`src/hw/decode_pkg.sv`:
```
// Decode core shared definitions

package decode_pkg;

  ////////////////////
  // Sizes
  ////////////////////

  localparam int unsigned XLEN     = 32;
  localparam int unsigned NUM_REGS = 32;
  localparam int unsigned IQ_DEPTH = 4;
  localparam int unsigned IQ_PTR_W = 2;
  // Must hold 0 to IQ_DEPTH inclusive
  localparam int unsigned CREDIT_W = 3;

  // RV32I major opcodes kept by this core
  localparam logic [6:0] OPCODE_OP     = 7'h33;
  localparam logic [6:0] OPCODE_OP_IMM = 7'h13;
  localparam logic [6:0] OPCODE_LUI    = 7'h37;
  localparam logic [6:0] OPCODE_AUIPC  = 7'h17;

  ////////////////////
  // Vector types
  ////////////////////

  typedef logic [XLEN-1:0]     word_t;
  typedef logic [4:0]          reg_addr_t;
  typedef logic [CREDIT_W-1:0] credit_t;

  ////////////////////
  // ALU control
  ////////////////////

  typedef enum logic [3:0] {
    ALU_ADD,
    ALU_SUB,
    ALU_XOR,
    ALU_OR,
    ALU_AND,
    ALU_SLL,
    ALU_SRL,
    ALU_SRA,
    ALU_SLT,
    ALU_SLTU
  } alu_op_e;

  typedef enum logic [1:0] {
    OP_A_REG_A,
    OP_A_CURRPC,
    OP_A_ZERO
  } op_a_sel_e;

  typedef enum logic {
    OP_B_REG_B,
    OP_B_IMM
  } op_b_sel_e;

  ////////////////////
  // Packets
  ////////////////////

  // Instruction word with its program counter
  typedef struct packed {
    word_t instr;
    word_t pc;
  } fetch_pkt_t;

  // One decoded operation as held in the issue queue
  typedef struct packed {
    alu_op_e   alu_op;
    op_a_sel_e op_a_sel;
    op_b_sel_e op_b_sel;
    reg_addr_t rs1;
    reg_addr_t rs2;
    reg_addr_t rd;
    logic      we;
    logic      illegal;
    word_t     imm;
    word_t     pc;
  } issue_op_t;

  // Result of one operation leaving the core
  typedef struct packed {
    reg_addr_t rd;
    word_t     wdata;
    logic      we;
    logic      illegal;
    word_t     pc;
  } retire_t;

endpackage

```
`src/hw/decode_core_top.sv`:
```
// Decode and issue core top level

`timescale 1ns/1ps

module decode_core_top (
  input  logic                   clk_i,
  input  logic                   rst_ni,
  input  logic                   fetch_valid_i,
  input  decode_pkg::fetch_pkt_t fetch_pkt_i,
  output logic                   fetch_ready_o,
  output logic                   retire_valid_o,
  output decode_pkg::retire_t    retire_o,
  input  logic                   retire_ready_i
);

  logic                  push;
  decode_pkg::issue_op_t push_op;
  logic                  credit;
  logic                  head_valid;
  decode_pkg::issue_op_t head_op;
  logic                  pop;

  instr_decoder decoder_inst (
    .clk_i         (clk_i),
    .rst_ni        (rst_ni),
    .fetch_valid_i (fetch_valid_i),
    .fetch_pkt_i   (fetch_pkt_i),
    .fetch_ready_o (fetch_ready_o),
    .credit_i      (credit),
    .push_o        (push),
    .push_op_o     (push_op)
  );

  issue_queue queue_inst (
    .clk_i        (clk_i),
    .rst_ni       (rst_ni),
    .push_i       (push),
    .push_op_i    (push_op),
    .pop_i        (pop),
    .head_valid_o (head_valid),
    .head_op_o    (head_op),
    .credit_o     (credit)
  );

  exec_unit exec_inst (
    .clk_i          (clk_i),
    .rst_ni         (rst_ni),
    .head_valid_i   (head_valid),
    .head_op_i      (head_op),
    .pop_o          (pop),
    .retire_valid_o (retire_valid_o),
    .retire_o       (retire_o),
    .retire_ready_i (retire_ready_i)
  );

endmodule

```
`src/hw/exec_unit.sv`:
```
// Execute unit with register file and ALU

`timescale 1ns/1ps

module exec_unit (
  input  logic                  clk_i,
  input  logic                  rst_ni,
  input  logic                  head_valid_i,
  input  decode_pkg::issue_op_t head_op_i,
  output logic                  pop_o,
  output logic                  retire_valid_o,
  output decode_pkg::retire_t   retire_o,
  input  logic                  retire_ready_i
);

  decode_pkg::word_t rf_q [decode_pkg::NUM_REGS];
  decode_pkg::word_t rdata_a;
  decode_pkg::word_t rdata_b;
  decode_pkg::word_t operand_a;
  decode_pkg::word_t operand_b;
  decode_pkg::word_t alu_result;
  logic [4:0]        shamt;
  logic              rf_we;

  ////////////////////
  // Operands
  ////////////////////

  // x0 is never written so it reads zero
  assign rdata_a = rf_q[head_op_i.rs1];
  assign rdata_b = rf_q[head_op_i.rs2];

  always_comb begin
    unique case (head_op_i.op_a_sel)
      decode_pkg::OP_A_REG_A:  operand_a = rdata_a;
      decode_pkg::OP_A_CURRPC: operand_a = head_op_i.pc;
      default:                 operand_a = '0;
    endcase
  end

  assign operand_b = (head_op_i.op_b_sel == decode_pkg::OP_B_IMM) ? head_op_i.imm : rdata_b;
  assign shamt     = operand_b[4:0];

  ////////////////////
  // ALU
  ////////////////////

  always_comb begin
    unique case (head_op_i.alu_op)
      decode_pkg::ALU_ADD:  alu_result = operand_a + operand_b;
      decode_pkg::ALU_SUB:  alu_result = operand_a - operand_b;
      decode_pkg::ALU_XOR:  alu_result = operand_a ^ operand_b;
      decode_pkg::ALU_OR:   alu_result = operand_a | operand_b;
      decode_pkg::ALU_AND:  alu_result = operand_a & operand_b;
      decode_pkg::ALU_SLL:  alu_result = operand_a << shamt;
      decode_pkg::ALU_SRL:  alu_result = operand_a >> shamt;
      decode_pkg::ALU_SRA:  alu_result = $unsigned($signed(operand_a) >>> shamt);
      decode_pkg::ALU_SLT: begin
        alu_result = {{(decode_pkg::XLEN-1){1'b0}}, $signed(operand_a) < $signed(operand_b)};
      end
      decode_pkg::ALU_SLTU: begin
        alu_result = {{(decode_pkg::XLEN-1){1'b0}}, operand_a < operand_b};
      end
      default:              alu_result = '0;
    endcase
  end

  ////////////////////
  // Retire and writeback
  ////////////////////

  assign retire_valid_o = head_valid_i;
  assign pop_o          = head_valid_i & retire_ready_i;

  // Writes to x0 retire with we set but are not stored
  assign rf_we = pop_o & head_op_i.we & (head_op_i.rd != '0);

  always_comb begin
    retire_o.rd      = head_op_i.rd;
    retire_o.wdata   = alu_result;
    retire_o.we      = head_op_i.we;
    retire_o.illegal = head_op_i.illegal;
    retire_o.pc      = head_op_i.pc;
  end

  always_ff @(posedge clk_i or negedge rst_ni) begin
    if (!rst_ni) begin
      rf_q <= '{default: '0};
    end else if (rf_we) begin
      rf_q[head_op_i.rd] <= alu_result;
    end
  end

  // x0 holds zero across every retire
  x0_zero_a: assert property (@(posedge clk_i) disable iff (!rst_ni)
    rf_q[0] == '0)
    else $error("Register x0 storage was written");

endmodule

```
`src/hw/instr_decoder.sv`:
```
// Instruction decoder with credit counter

`timescale 1ns/1ps

module instr_decoder (
  input  logic                   clk_i,
  input  logic                   rst_ni,
  input  logic                   fetch_valid_i,
  input  decode_pkg::fetch_pkt_t fetch_pkt_i,
  output logic                   fetch_ready_o,
  input  logic                   credit_i,
  output logic                   push_o,
  output decode_pkg::issue_op_t  push_op_o
);

  decode_pkg::word_t   instr;
  decode_pkg::word_t   imm_i_type;
  decode_pkg::word_t   imm_u_type;
  logic [6:0]          opcode;
  logic [2:0]          funct3;
  logic [6:0]          funct7;
  logic                illegal;
  decode_pkg::credit_t credit_q;

  assign instr  = fetch_pkt_i.instr;
  assign opcode = instr[6:0];
  assign funct3 = instr[14:12];
  assign funct7 = instr[31:25];

  // Sign extended I-type, upper U-type
  assign imm_i_type = {{20{instr[31]}}, instr[31:20]};
  assign imm_u_type = {instr[31:12], 12'b0};

  ////////////////////
  // Decode
  ////////////////////

  always_comb begin
    push_op_o.alu_op   = decode_pkg::ALU_ADD;
    push_op_o.op_a_sel = decode_pkg::OP_A_REG_A;
    push_op_o.op_b_sel = decode_pkg::OP_B_REG_B;
    push_op_o.imm      = imm_i_type;
    illegal            = 1'b0;

    unique case (opcode)
      decode_pkg::OPCODE_OP: begin
        unique case ({funct7, funct3})
          {7'h00, 3'b000}: push_op_o.alu_op = decode_pkg::ALU_ADD;
          {7'h20, 3'b000}: push_op_o.alu_op = decode_pkg::ALU_SUB;
          {7'h00, 3'b001}: push_op_o.alu_op = decode_pkg::ALU_SLL;
          {7'h00, 3'b010}: push_op_o.alu_op = decode_pkg::ALU_SLT;
          {7'h00, 3'b011}: push_op_o.alu_op = decode_pkg::ALU_SLTU;
          {7'h00, 3'b100}: push_op_o.alu_op = decode_pkg::ALU_XOR;
          {7'h00, 3'b101}: push_op_o.alu_op = decode_pkg::ALU_SRL;
          {7'h20, 3'b101}: push_op_o.alu_op = decode_pkg::ALU_SRA;
          {7'h00, 3'b110}: push_op_o.alu_op = decode_pkg::ALU_OR;
          {7'h00, 3'b111}: push_op_o.alu_op = decode_pkg::ALU_AND;
          default:         illegal = 1'b1;
        endcase
      end
      decode_pkg::OPCODE_OP_IMM: begin
        push_op_o.op_b_sel = decode_pkg::OP_B_IMM;
        unique case (funct3)
          3'b000: push_op_o.alu_op = decode_pkg::ALU_ADD;
          3'b010: push_op_o.alu_op = decode_pkg::ALU_SLT;
          3'b011: push_op_o.alu_op = decode_pkg::ALU_SLTU;
          3'b100: push_op_o.alu_op = decode_pkg::ALU_XOR;
          3'b110: push_op_o.alu_op = decode_pkg::ALU_OR;
          3'b111: push_op_o.alu_op = decode_pkg::ALU_AND;
          3'b001: begin
            push_op_o.alu_op = decode_pkg::ALU_SLL;
            illegal          = (funct7 != 7'h00);
          end
          default: begin
            // Shift right, funct7 picks logical or arithmetic
            if (funct7 == 7'h00) begin
              push_op_o.alu_op = decode_pkg::ALU_SRL;
            end else if (funct7 == 7'h20) begin
              push_op_o.alu_op = decode_pkg::ALU_SRA;
            end else begin
              illegal = 1'b1;
            end
          end
        endcase
      end
      decode_pkg::OPCODE_LUI: begin
        push_op_o.op_a_sel = decode_pkg::OP_A_ZERO;
        push_op_o.op_b_sel = decode_pkg::OP_B_IMM;
        push_op_o.imm      = imm_u_type;
      end
      decode_pkg::OPCODE_AUIPC: begin
        push_op_o.op_a_sel = decode_pkg::OP_A_CURRPC;
        push_op_o.op_b_sel = decode_pkg::OP_B_IMM;
        push_op_o.imm      = imm_u_type;
      end
      default: illegal = 1'b1;
    endcase

    // Illegal words retire a zero result
    if (illegal) begin
      push_op_o.alu_op   = decode_pkg::ALU_ADD;
      push_op_o.op_a_sel = decode_pkg::OP_A_ZERO;
      push_op_o.op_b_sel = decode_pkg::OP_B_IMM;
      push_op_o.imm      = '0;
    end

    push_op_o.rs1     = instr[19:15];
    push_op_o.rs2     = instr[24:20];
    push_op_o.rd      = instr[11:7];
    push_op_o.we      = ~illegal;
    push_op_o.illegal = illegal;
    push_op_o.pc      = fetch_pkt_i.pc;
  end

  ////////////////////
  // Credits
  ////////////////////

  assign fetch_ready_o = (credit_q != '0);
  assign push_o        = fetch_valid_i & fetch_ready_o;

  always_ff @(posedge clk_i or negedge rst_ni) begin
    if (!rst_ni) begin
      credit_q <= decode_pkg::credit_t'(decode_pkg::IQ_DEPTH);
    end else if (push_o && !credit_i) begin
      credit_q <= credit_q - 1'b1;
    end else if (!push_o && credit_i) begin
      credit_q <= credit_q + 1'b1;
    end
  end

  // Returned credits never outnumber the queue slots
  credit_bound_a: assert property (@(posedge clk_i) disable iff (!rst_ni)
    credit_q <= decode_pkg::IQ_DEPTH)
    else $error("Credit count above queue depth");

  fetch_known_a: assert property (@(posedge clk_i) disable iff (!rst_ni)
    fetch_valid_i |-> !$isunknown(fetch_pkt_i))
    else $error("Fetch packet has unknown bits while valid");

endmodule

```
`src/hw/issue_queue.sv`:
```
// Issue queue for decoded operations

`timescale 1ns/1ps

module issue_queue (
  input  logic                  clk_i,
  input  logic                  rst_ni,
  input  logic                  push_i,
  input  decode_pkg::issue_op_t push_op_i,
  input  logic                  pop_i,
  output logic                  head_valid_o,
  output decode_pkg::issue_op_t head_op_o,
  output logic                  credit_o
);

  decode_pkg::issue_op_t           slots_q [decode_pkg::IQ_DEPTH];
  logic [decode_pkg::IQ_PTR_W-1:0] wr_ptr_q;
  logic [decode_pkg::IQ_PTR_W-1:0] rd_ptr_q;
  logic [decode_pkg::IQ_PTR_W:0]   count_q;
  logic                            credit_q;

  // Slot storage
  always_ff @(posedge clk_i) begin
    if (push_i) begin
      slots_q[wr_ptr_q] <= push_op_i;
    end
  end

  ////////////////////
  // Pointers
  ////////////////////

  // Depth is a power of two, pointers wrap on their own
  always_ff @(posedge clk_i or negedge rst_ni) begin
    if (!rst_ni) begin
      wr_ptr_q <= '0;
      rd_ptr_q <= '0;
      count_q  <= '0;
    end else begin
      if (push_i) begin
        wr_ptr_q <= wr_ptr_q + 1'b1;
      end
      if (pop_i) begin
        rd_ptr_q <= rd_ptr_q + 1'b1;
      end
      unique case ({push_i, pop_i})
        2'b10:   count_q <= count_q + 1'b1;
        2'b01:   count_q <= count_q - 1'b1;
        default: count_q <= count_q;
      endcase
    end
  end

  // One credit back per freed slot, a cycle late
  always_ff @(posedge clk_i or negedge rst_ni) begin
    if (!rst_ni) begin
      credit_q <= 1'b0;
    end else begin
      credit_q <= pop_i;
    end
  end

  assign head_valid_o = (count_q != '0);
  assign head_op_o    = slots_q[rd_ptr_q];
  assign credit_o     = credit_q;

  // Decoder credits must keep pushes away from a full queue
  no_push_full_a: assert property (@(posedge clk_i) disable iff (!rst_ni)
    push_i |-> (count_q != decode_pkg::IQ_DEPTH))
    else $error("Push into full issue queue");

  no_pop_empty_a: assert property (@(posedge clk_i) disable iff (!rst_ni)
    pop_i |-> (count_q != '0))
    else $error("Pop from empty issue queue");

endmodule

```
`config.mk`:
```
export PLATFORM = sky130hd
export DESIGN_NAME = decode_core_top
export DESIGN_NICKNAME = d
export VERILOG_FILES = /design/src/hw/decode_pkg.sv /design/src/hw/decode_core_top.sv /design/src/hw/exec_unit.sv /design/src/hw/instr_decoder.sv /design/src/hw/issue_queue.sv
export SDC_FILE = /design/constraint.sdc
export NUM_CORES = 2
export LEC_CHECK = 0
export ABC_CLOCK_PERIOD_IN_PS = 11350
export BUFFER_PORTS_ARGS = -buffer_cell sky130_fd_sc_hd__buf_4
export CORE_MARGIN = 2
export CORE_UTILIZATION = 35
export CTS_CLUSTER_SIZE = 20
export DETAILED_ROUTE_END_ITERATION = 8
export GPL_ROUTABILITY_DRIVEN = 0
export PLACE_DENSITY = 0.51
export SYNTH_ARGS = -nofsm -noshare
export SYNTH_HDL_FRONTEND = slang
export SYNTH_SLANG_ARGS = --single-unit
```
`constraint.sdc`:
```
create_clock -name clk_i -period 11.35 [get_ports clk_i]
set_clock_uncertainty 0.2 [all_clocks]
set_input_delay 0 -clock clk_i [delete_from_list [all_inputs] [get_ports clk_i]]
set_output_delay 0 -clock clk_i [all_outputs]
set_load 0.005 [all_outputs]
```
=== Word level (Yosys, flattened, before mapping) ===
Memory sizes are Yosys's and may differ from the RTL's.
Cells that the tools add are included.
Widths: inputs -> output; s select.

* Latch bits: 0
* Bits in registers: 1035
* ROM bits: 0
* Memories kept: 1
* Word-level logic and storage cells: 150
* RAM bits: 352

{| class="wikitable"
|+ Memories
! memory !! depth !! bits a word !! read ports !! clocked after memory_dff !! write ports !! line !! RTL
|-
| queue_inst.slots_q || 4 || 88 || 1 || 0 || 1 || issue_queue.sv:16 || <nowiki>decode_pkg::issue_op_t slots_q [decode_pkg::IQ_DEPTH];</nowiki>
|}

* Multiply operators: 0
* Equality and inequality tests: 32
* Add/subtract/negate cells: 8
* Shift operators: 3
* Reduce and logical (&&, ||, !) cells: 20
* Div/mod/pow operators: 0
* Bitwise logic cells: 11
* Magnitude comparators: 6
* Multiplexer cells: 32

{| class="wikitable"
|+ Operators with widths
! operator !! number
|-
| $bwmux 1024 || 1
|-
| $bmux 32 s5 || 2
|-
| $pmux 32 s10 || 1
|-
| $mux 32 || 7
|-
| $demux 32 s5 || 1
|-
| $lt 32x32->1 || 2
|-
| $pmux 32 s2 || 1
|-
| $eq 10x3->1 const B || 4
|-
| $pmux 4 s9 || 1
|-
| $add 32x32->32 || 1
|-
| $and 32x32->32 || 1
|-
| $or 32x32->32 || 1
|-
| $shl 32x5->32 || 1
|-
| $shr 32x5->32 || 1
|-
| $sshr 32x5->32 || 1
|-
| $sub 32x32->32 || 1
|-
| $xor 32x32->32 || 1
|-
| $mux 31 || 1
|-
| $pmux 4 s7 || 1
|-
| $eq 7x6->1 const B || 3
|-
| $eq 10x2->1 const B || 2
|-
| $eq 10x9->1 const B || 2
|-
| $ge 6x6->1 const B || 3
|-
| $not 5->6 || 3
|-
| other kinds (41) || 69
|}

=== Longest topological paths before layout ===
An unclocked memory read counts as a cell.

* Word-level depth: 9
* Gate-level depth with buffers: 31
* Gate-level depth less buffers: 21

=== By module ===
From an unflattened synthesis, not the netlist that was laid out.

* Cells, all modules: 7195
* Area, all modules: 79946.7 um^2

{| class="wikitable"
|+ Modules (own cells, without submodules)
! module !! area an instance (um^2) !! sequential area each (um^2) !! cells each !! times used
|-
| exec_unit || 65395.2 || 25624.6 || 6523 || 1
|-
| issue_queue || 13201.4 || 10770.3 || 493 || 1
|-
| instr_decoder || 1350.0 || 76.3 || 179 || 1
|}

=== Least setup slack after synthesis ===
No wires, ideal clock.

* Kind: reg-to-reg
* Start point: register queue_inst.rd_ptr_q[0] (netlist bit)
* End point: register exec_inst.rf_q[126] (netlist bit)
* Clock period less this slack: 7.450 ns
* Required time: 11.017 ns
* Setup slack: 3.900 ns
* Cell stages (with the launch flop): 27
* Arrival time: 7.117 ns
* Path through: dfrtp_1 -> buf_6 -> mux4_2 -> buf_4 -> buf_2 -> buf_4 -> buf_2 -> buf_1 -> buf_1 -> mux4_2 -> nand2_1 -> nand3_1 -> a31oi_1 -> o21ai_0 -> ha_1 -> clkbuf_1 -> or4_1 -> or3_1 -> a2111oi_0 -> nor3_1 -> o41ai_1 -> a31oi_1 -> a221oi_1 -> a21oi_1 -> nor3_1 -> clkbuf_1 -> o21ai_0

* Longest elaborated chain between the ends: 9
* Elaborated cells between the ends (all ways): 42

{| class="wikitable"
|+ Ends and longest elaborated chain
! what !! line !! RTL
|-
| start, declared || issue_queue.sv:18 || <nowiki>logic [decode_pkg::IQ_PTR_W-1:0] rd_ptr_q;</nowiki>
|-
| start signal, assigned || issue_queue.sv:44 || <nowiki>rd_ptr_q <= rd_ptr_q + 1'b1;</nowiki>
|-
| $mem_v2 4x88 (*) || -- ||
|-
| $not 5->6 (on tied branches) || exec_unit.sv:30, exec_unit.sv:31 ||
|-
| $bmux 32 s5 (on tied branches) || exec_unit.sv:30, exec_unit.sv:31 ||
|-
| $mux 32 (on tied branches) (2 in series) || exec_unit.sv:30, exec_unit.sv:31 ||
|-
| $pmux 32 s2 or $mux 32 (tied branches) || exec_unit.sv:34, exec_unit.sv:41 ||
|-
| $sub 32x32->32 (tied with other cells) || exec_unit.sv:51 || <nowiki>decode_pkg::ALU_SUB: alu_result = operand_a - operand_b;</nowiki>
|-
| $pmux 32 s10 || exec_unit.sv:49 || <nowiki>unique case (head_op_i.alu_op)</nowiki>
|-
| $bwmux 1024 || exec_unit.sv:90 || <nowiki>rf_q[head_op_i.rd] <= alu_result;</nowiki>
|-
| end signal, assigned by index || exec_unit.sv:90 ||
|-
| end, declared || exec_unit.sv:16 || <nowiki>decode_pkg::word_t rf_q [decode_pkg::NUM_REGS];</nowiki>
|}

Mark *: on every way between the ends. The rest lies on a longest branch, timed or not. The select of a mux whose other input is x is not followed.
A chain may end at the register's enable or synchronous reset.

==> results.toml <==
[synth]
synth_seq_cells = 1387
async_flop_share_pct = 74.6
syn_nets = 7480
synth_edf_count = 352
yosysTopAreaCell = "dfrtp_1"
synth_warnings = 0
ys_top_cells_by_area = "dfrtp_1 (33%), edfxtp_1 (13%), mux4_2 (13%), nand2_1 (5.4%), mux2i_1 (5.4%)"
ys_top_cells_by_count = "nand2_1 (1,134), dfrtp_1 (1,034), o21ai_0 (558), nor2_1 (527), a21oi_1 (480)"
synth.distinct_cells = 111
syn_area_per_cell_um2 = 10.7
yosysTopAreaCellShare_pct = 33.0
synth_flop_cell = "dfrtp_1"
syn_inst = 7302
synth_area_um2 = 78300
synth_seq_area_share_pct = 46.6
yosys.cell_count.top_type = "nand2_1"

[status]
status = "finished, final reports clean"

[setup_path]
crit_arrival_ps = 9930
cp-start-kind = "register"
end_kind = "primary output"
critPathKind = "register to primary output"
crit_fanout = 36
worstPathRequired_ps = 11150
rr_worst_depth = 19

[worst_hold_path]
hp-class = "input pin to register"
holdPathStages = 4

[sta]
fmax_mhz = 98.7
holdWs_ps = 73.9
setup_violations = 0
max_slew_margin_pct = 8.52
finalHoldViolCount = 0
finalMaxSlewViolations = 0
final.setup.tns_ps = 0
period_share_pct = 89.2
min_period_ps = 10130
worst_pin_slew_ps = 1370
grt_setup_unrepaired = "false"

[floorplan]
die_height_um = 477
die-width_um = 477
core_um2 = 222000
die_area_um2 = 228000
start_util_pct = 35.2
io-pin-count = 141
rows = 173

[cts]
clk_latency_ps = 860
cts_resized = 0
clockBufferDepth = 3
cts-root-buf = "clkbuf_16"
cts_tree = "yes"
cts_made_buffers = 157
cts.htree.levels = 4
cts.sinks = 1387
path_clk_slew_ps = 60

[grt]
grt_overflow = 0
grt_use_total_pct = 27.4
antenna_found_initial = 11
grt_pass1_wl_um = 455000
grt_max_degree = 149
grt_pass1_vias = 60300

[drt]
routed_wl_um = 318000
wl_per_cell_um = 30.6
drtIter0Drc = 8215
routed_via_density = 6.06
ant_nets = 0
drc = 0
drtPass1Iterations = 9
vias = 63000

[final_layout]
fin_nets = 7465
drive_above_1_share_pct = 18.5
area_growth_pct = 13.3
postLayoutCellArea_um2 = 88700
fillCellCount = 21600
final_util_pct = 39.9

[placement]
dp_hpwl_um = 211000
placed_cell_area_um2 = 82100
numPortBuffers = 140

[run]
cap_violations = 0
[repair_timing]
item | CTS | global route
buffers inserted | 0 | 0
hold buffers | 136 | 0
endpoints found under the hold margin | 982 | 0
[per-layer routing]
metal	GRT usage (%)	vias up	part of all wire, %
met5	0	-	0.0066
met4	13.4	4	5.6
met3	6.46	706	9.5
met2	39.6	3381	42
met1	38.5	32000	43
li1	-	26900	-
[logic make-up after synthesis]
| group | after synthesis | synth area share (%) |
|---|---|---|
| XOR/XNOR | 23 | 0.257 |
| flip-flops | 1387 | 46.6 |
| AO/OA/AOI/OAI | 1824 | 14.5 |
| buffers and inverters | 808 | 4.84 |
| adder cells (fa/ha/maj) | 110 | 1.80 |
| AND/OR/NAND/NOR | 2124 | 11.6 |
| multiplexers | 1026 | 20.5 |
[critical path, cell delays in order, from the launching register on]
cell and delay [ps]:
dfrtp_4 660, buf_4 480, mux4_4 1050, nand2b_2 910, o22ai_1 350, a2111oi_0 120
o21bai_1 930, ha_1 490, or4_1 610, or3_1 390, a2111oi_0 370, buf_4 210
o21bai_1 90, a21o_1 220, nor4b_1 140, o41ai_1 730, nand3_1 220, nor4_4 280
buf_4 420, inv_1 120, buf_4 160
[worst paths after layout]
path	startpoint	endpoint	slack, ps
worst max-delay path	queue_inst.rd_ptr_q[0]	retire_o[58]	1220
min in group asynchronous	rst_ni	exec_inst.rf_q[675]	240
max in group asynchronous	rst_ni	exec_inst.rf_q[34]	8450
worst min register to register	exec_inst.rf_q[999]	exec_inst.rf_q[999]	190
worst max register to register	queue_inst.rd_ptr_q[0]	exec_inst.rf_q[440]	2010
worst min-delay path	fetch_pkt_i[34]	queue_inst.slots_q[0][82]	70
[cells in the final DEF, fill, tap and decap left out, types with 71 or more instances in the layout]
cell type,count
a21oi_1,476
buf_4,342
clkbuf_16,158
dfrtp_1,1032
dlygate4sd3_1,135
edfxtp_1,352
ha_1,106
inv_1,124
mux2_2,158
mux2i_1,420
mux4_2,434
nand2_1,1113
nand3_1,164
nor2_1,504
o211ai_1,71
o21ai_0,558
o21ai_1,80
[registers in the layout (all words and copies together) (netlist names)]
register	count
decoder_inst.credit_q	3
queue_inst.slots_q	352
queue_inst.wr_ptr_q	2
queue_inst.rd_ptr_q	2
queue_inst.count_q	3
exec_inst.rf_q	1024
queue_inst.credit_o	1
[through the flow]
| step | setup slack (ps) | cells |
|---|---|---|
| after floorplan | 3900 | 7302 |
| after global routing | 918 | 10400 |
| after detailed placement | 2270 | 9967 |
| final | 1220 | 10400 |
| after CTS | 1380 | 10400 |
| after global placement | 2300 | 9967 |
[layout make-up]
class | count | area (um2) | share of cell area [%]
diodes | 7 | 17.5 | 0.0197
flip-flops and latches | 1387 | 36500 | 41.1
inverters | 146 | 553 | 0.623
well taps | 2975 | 3720 | 4.20
multi-input cells | 5107 | 38600 | 43.5
clock buffers | 223 | 4500 | 5.07
repair buffers | 488 | 4140 | 4.67
clock inverters | 59 | 706 | 0.795
Power is left out: the tool's default activity adds up to more than one toggle a clock period on the data nets, which glitch-free logic cannot reach.
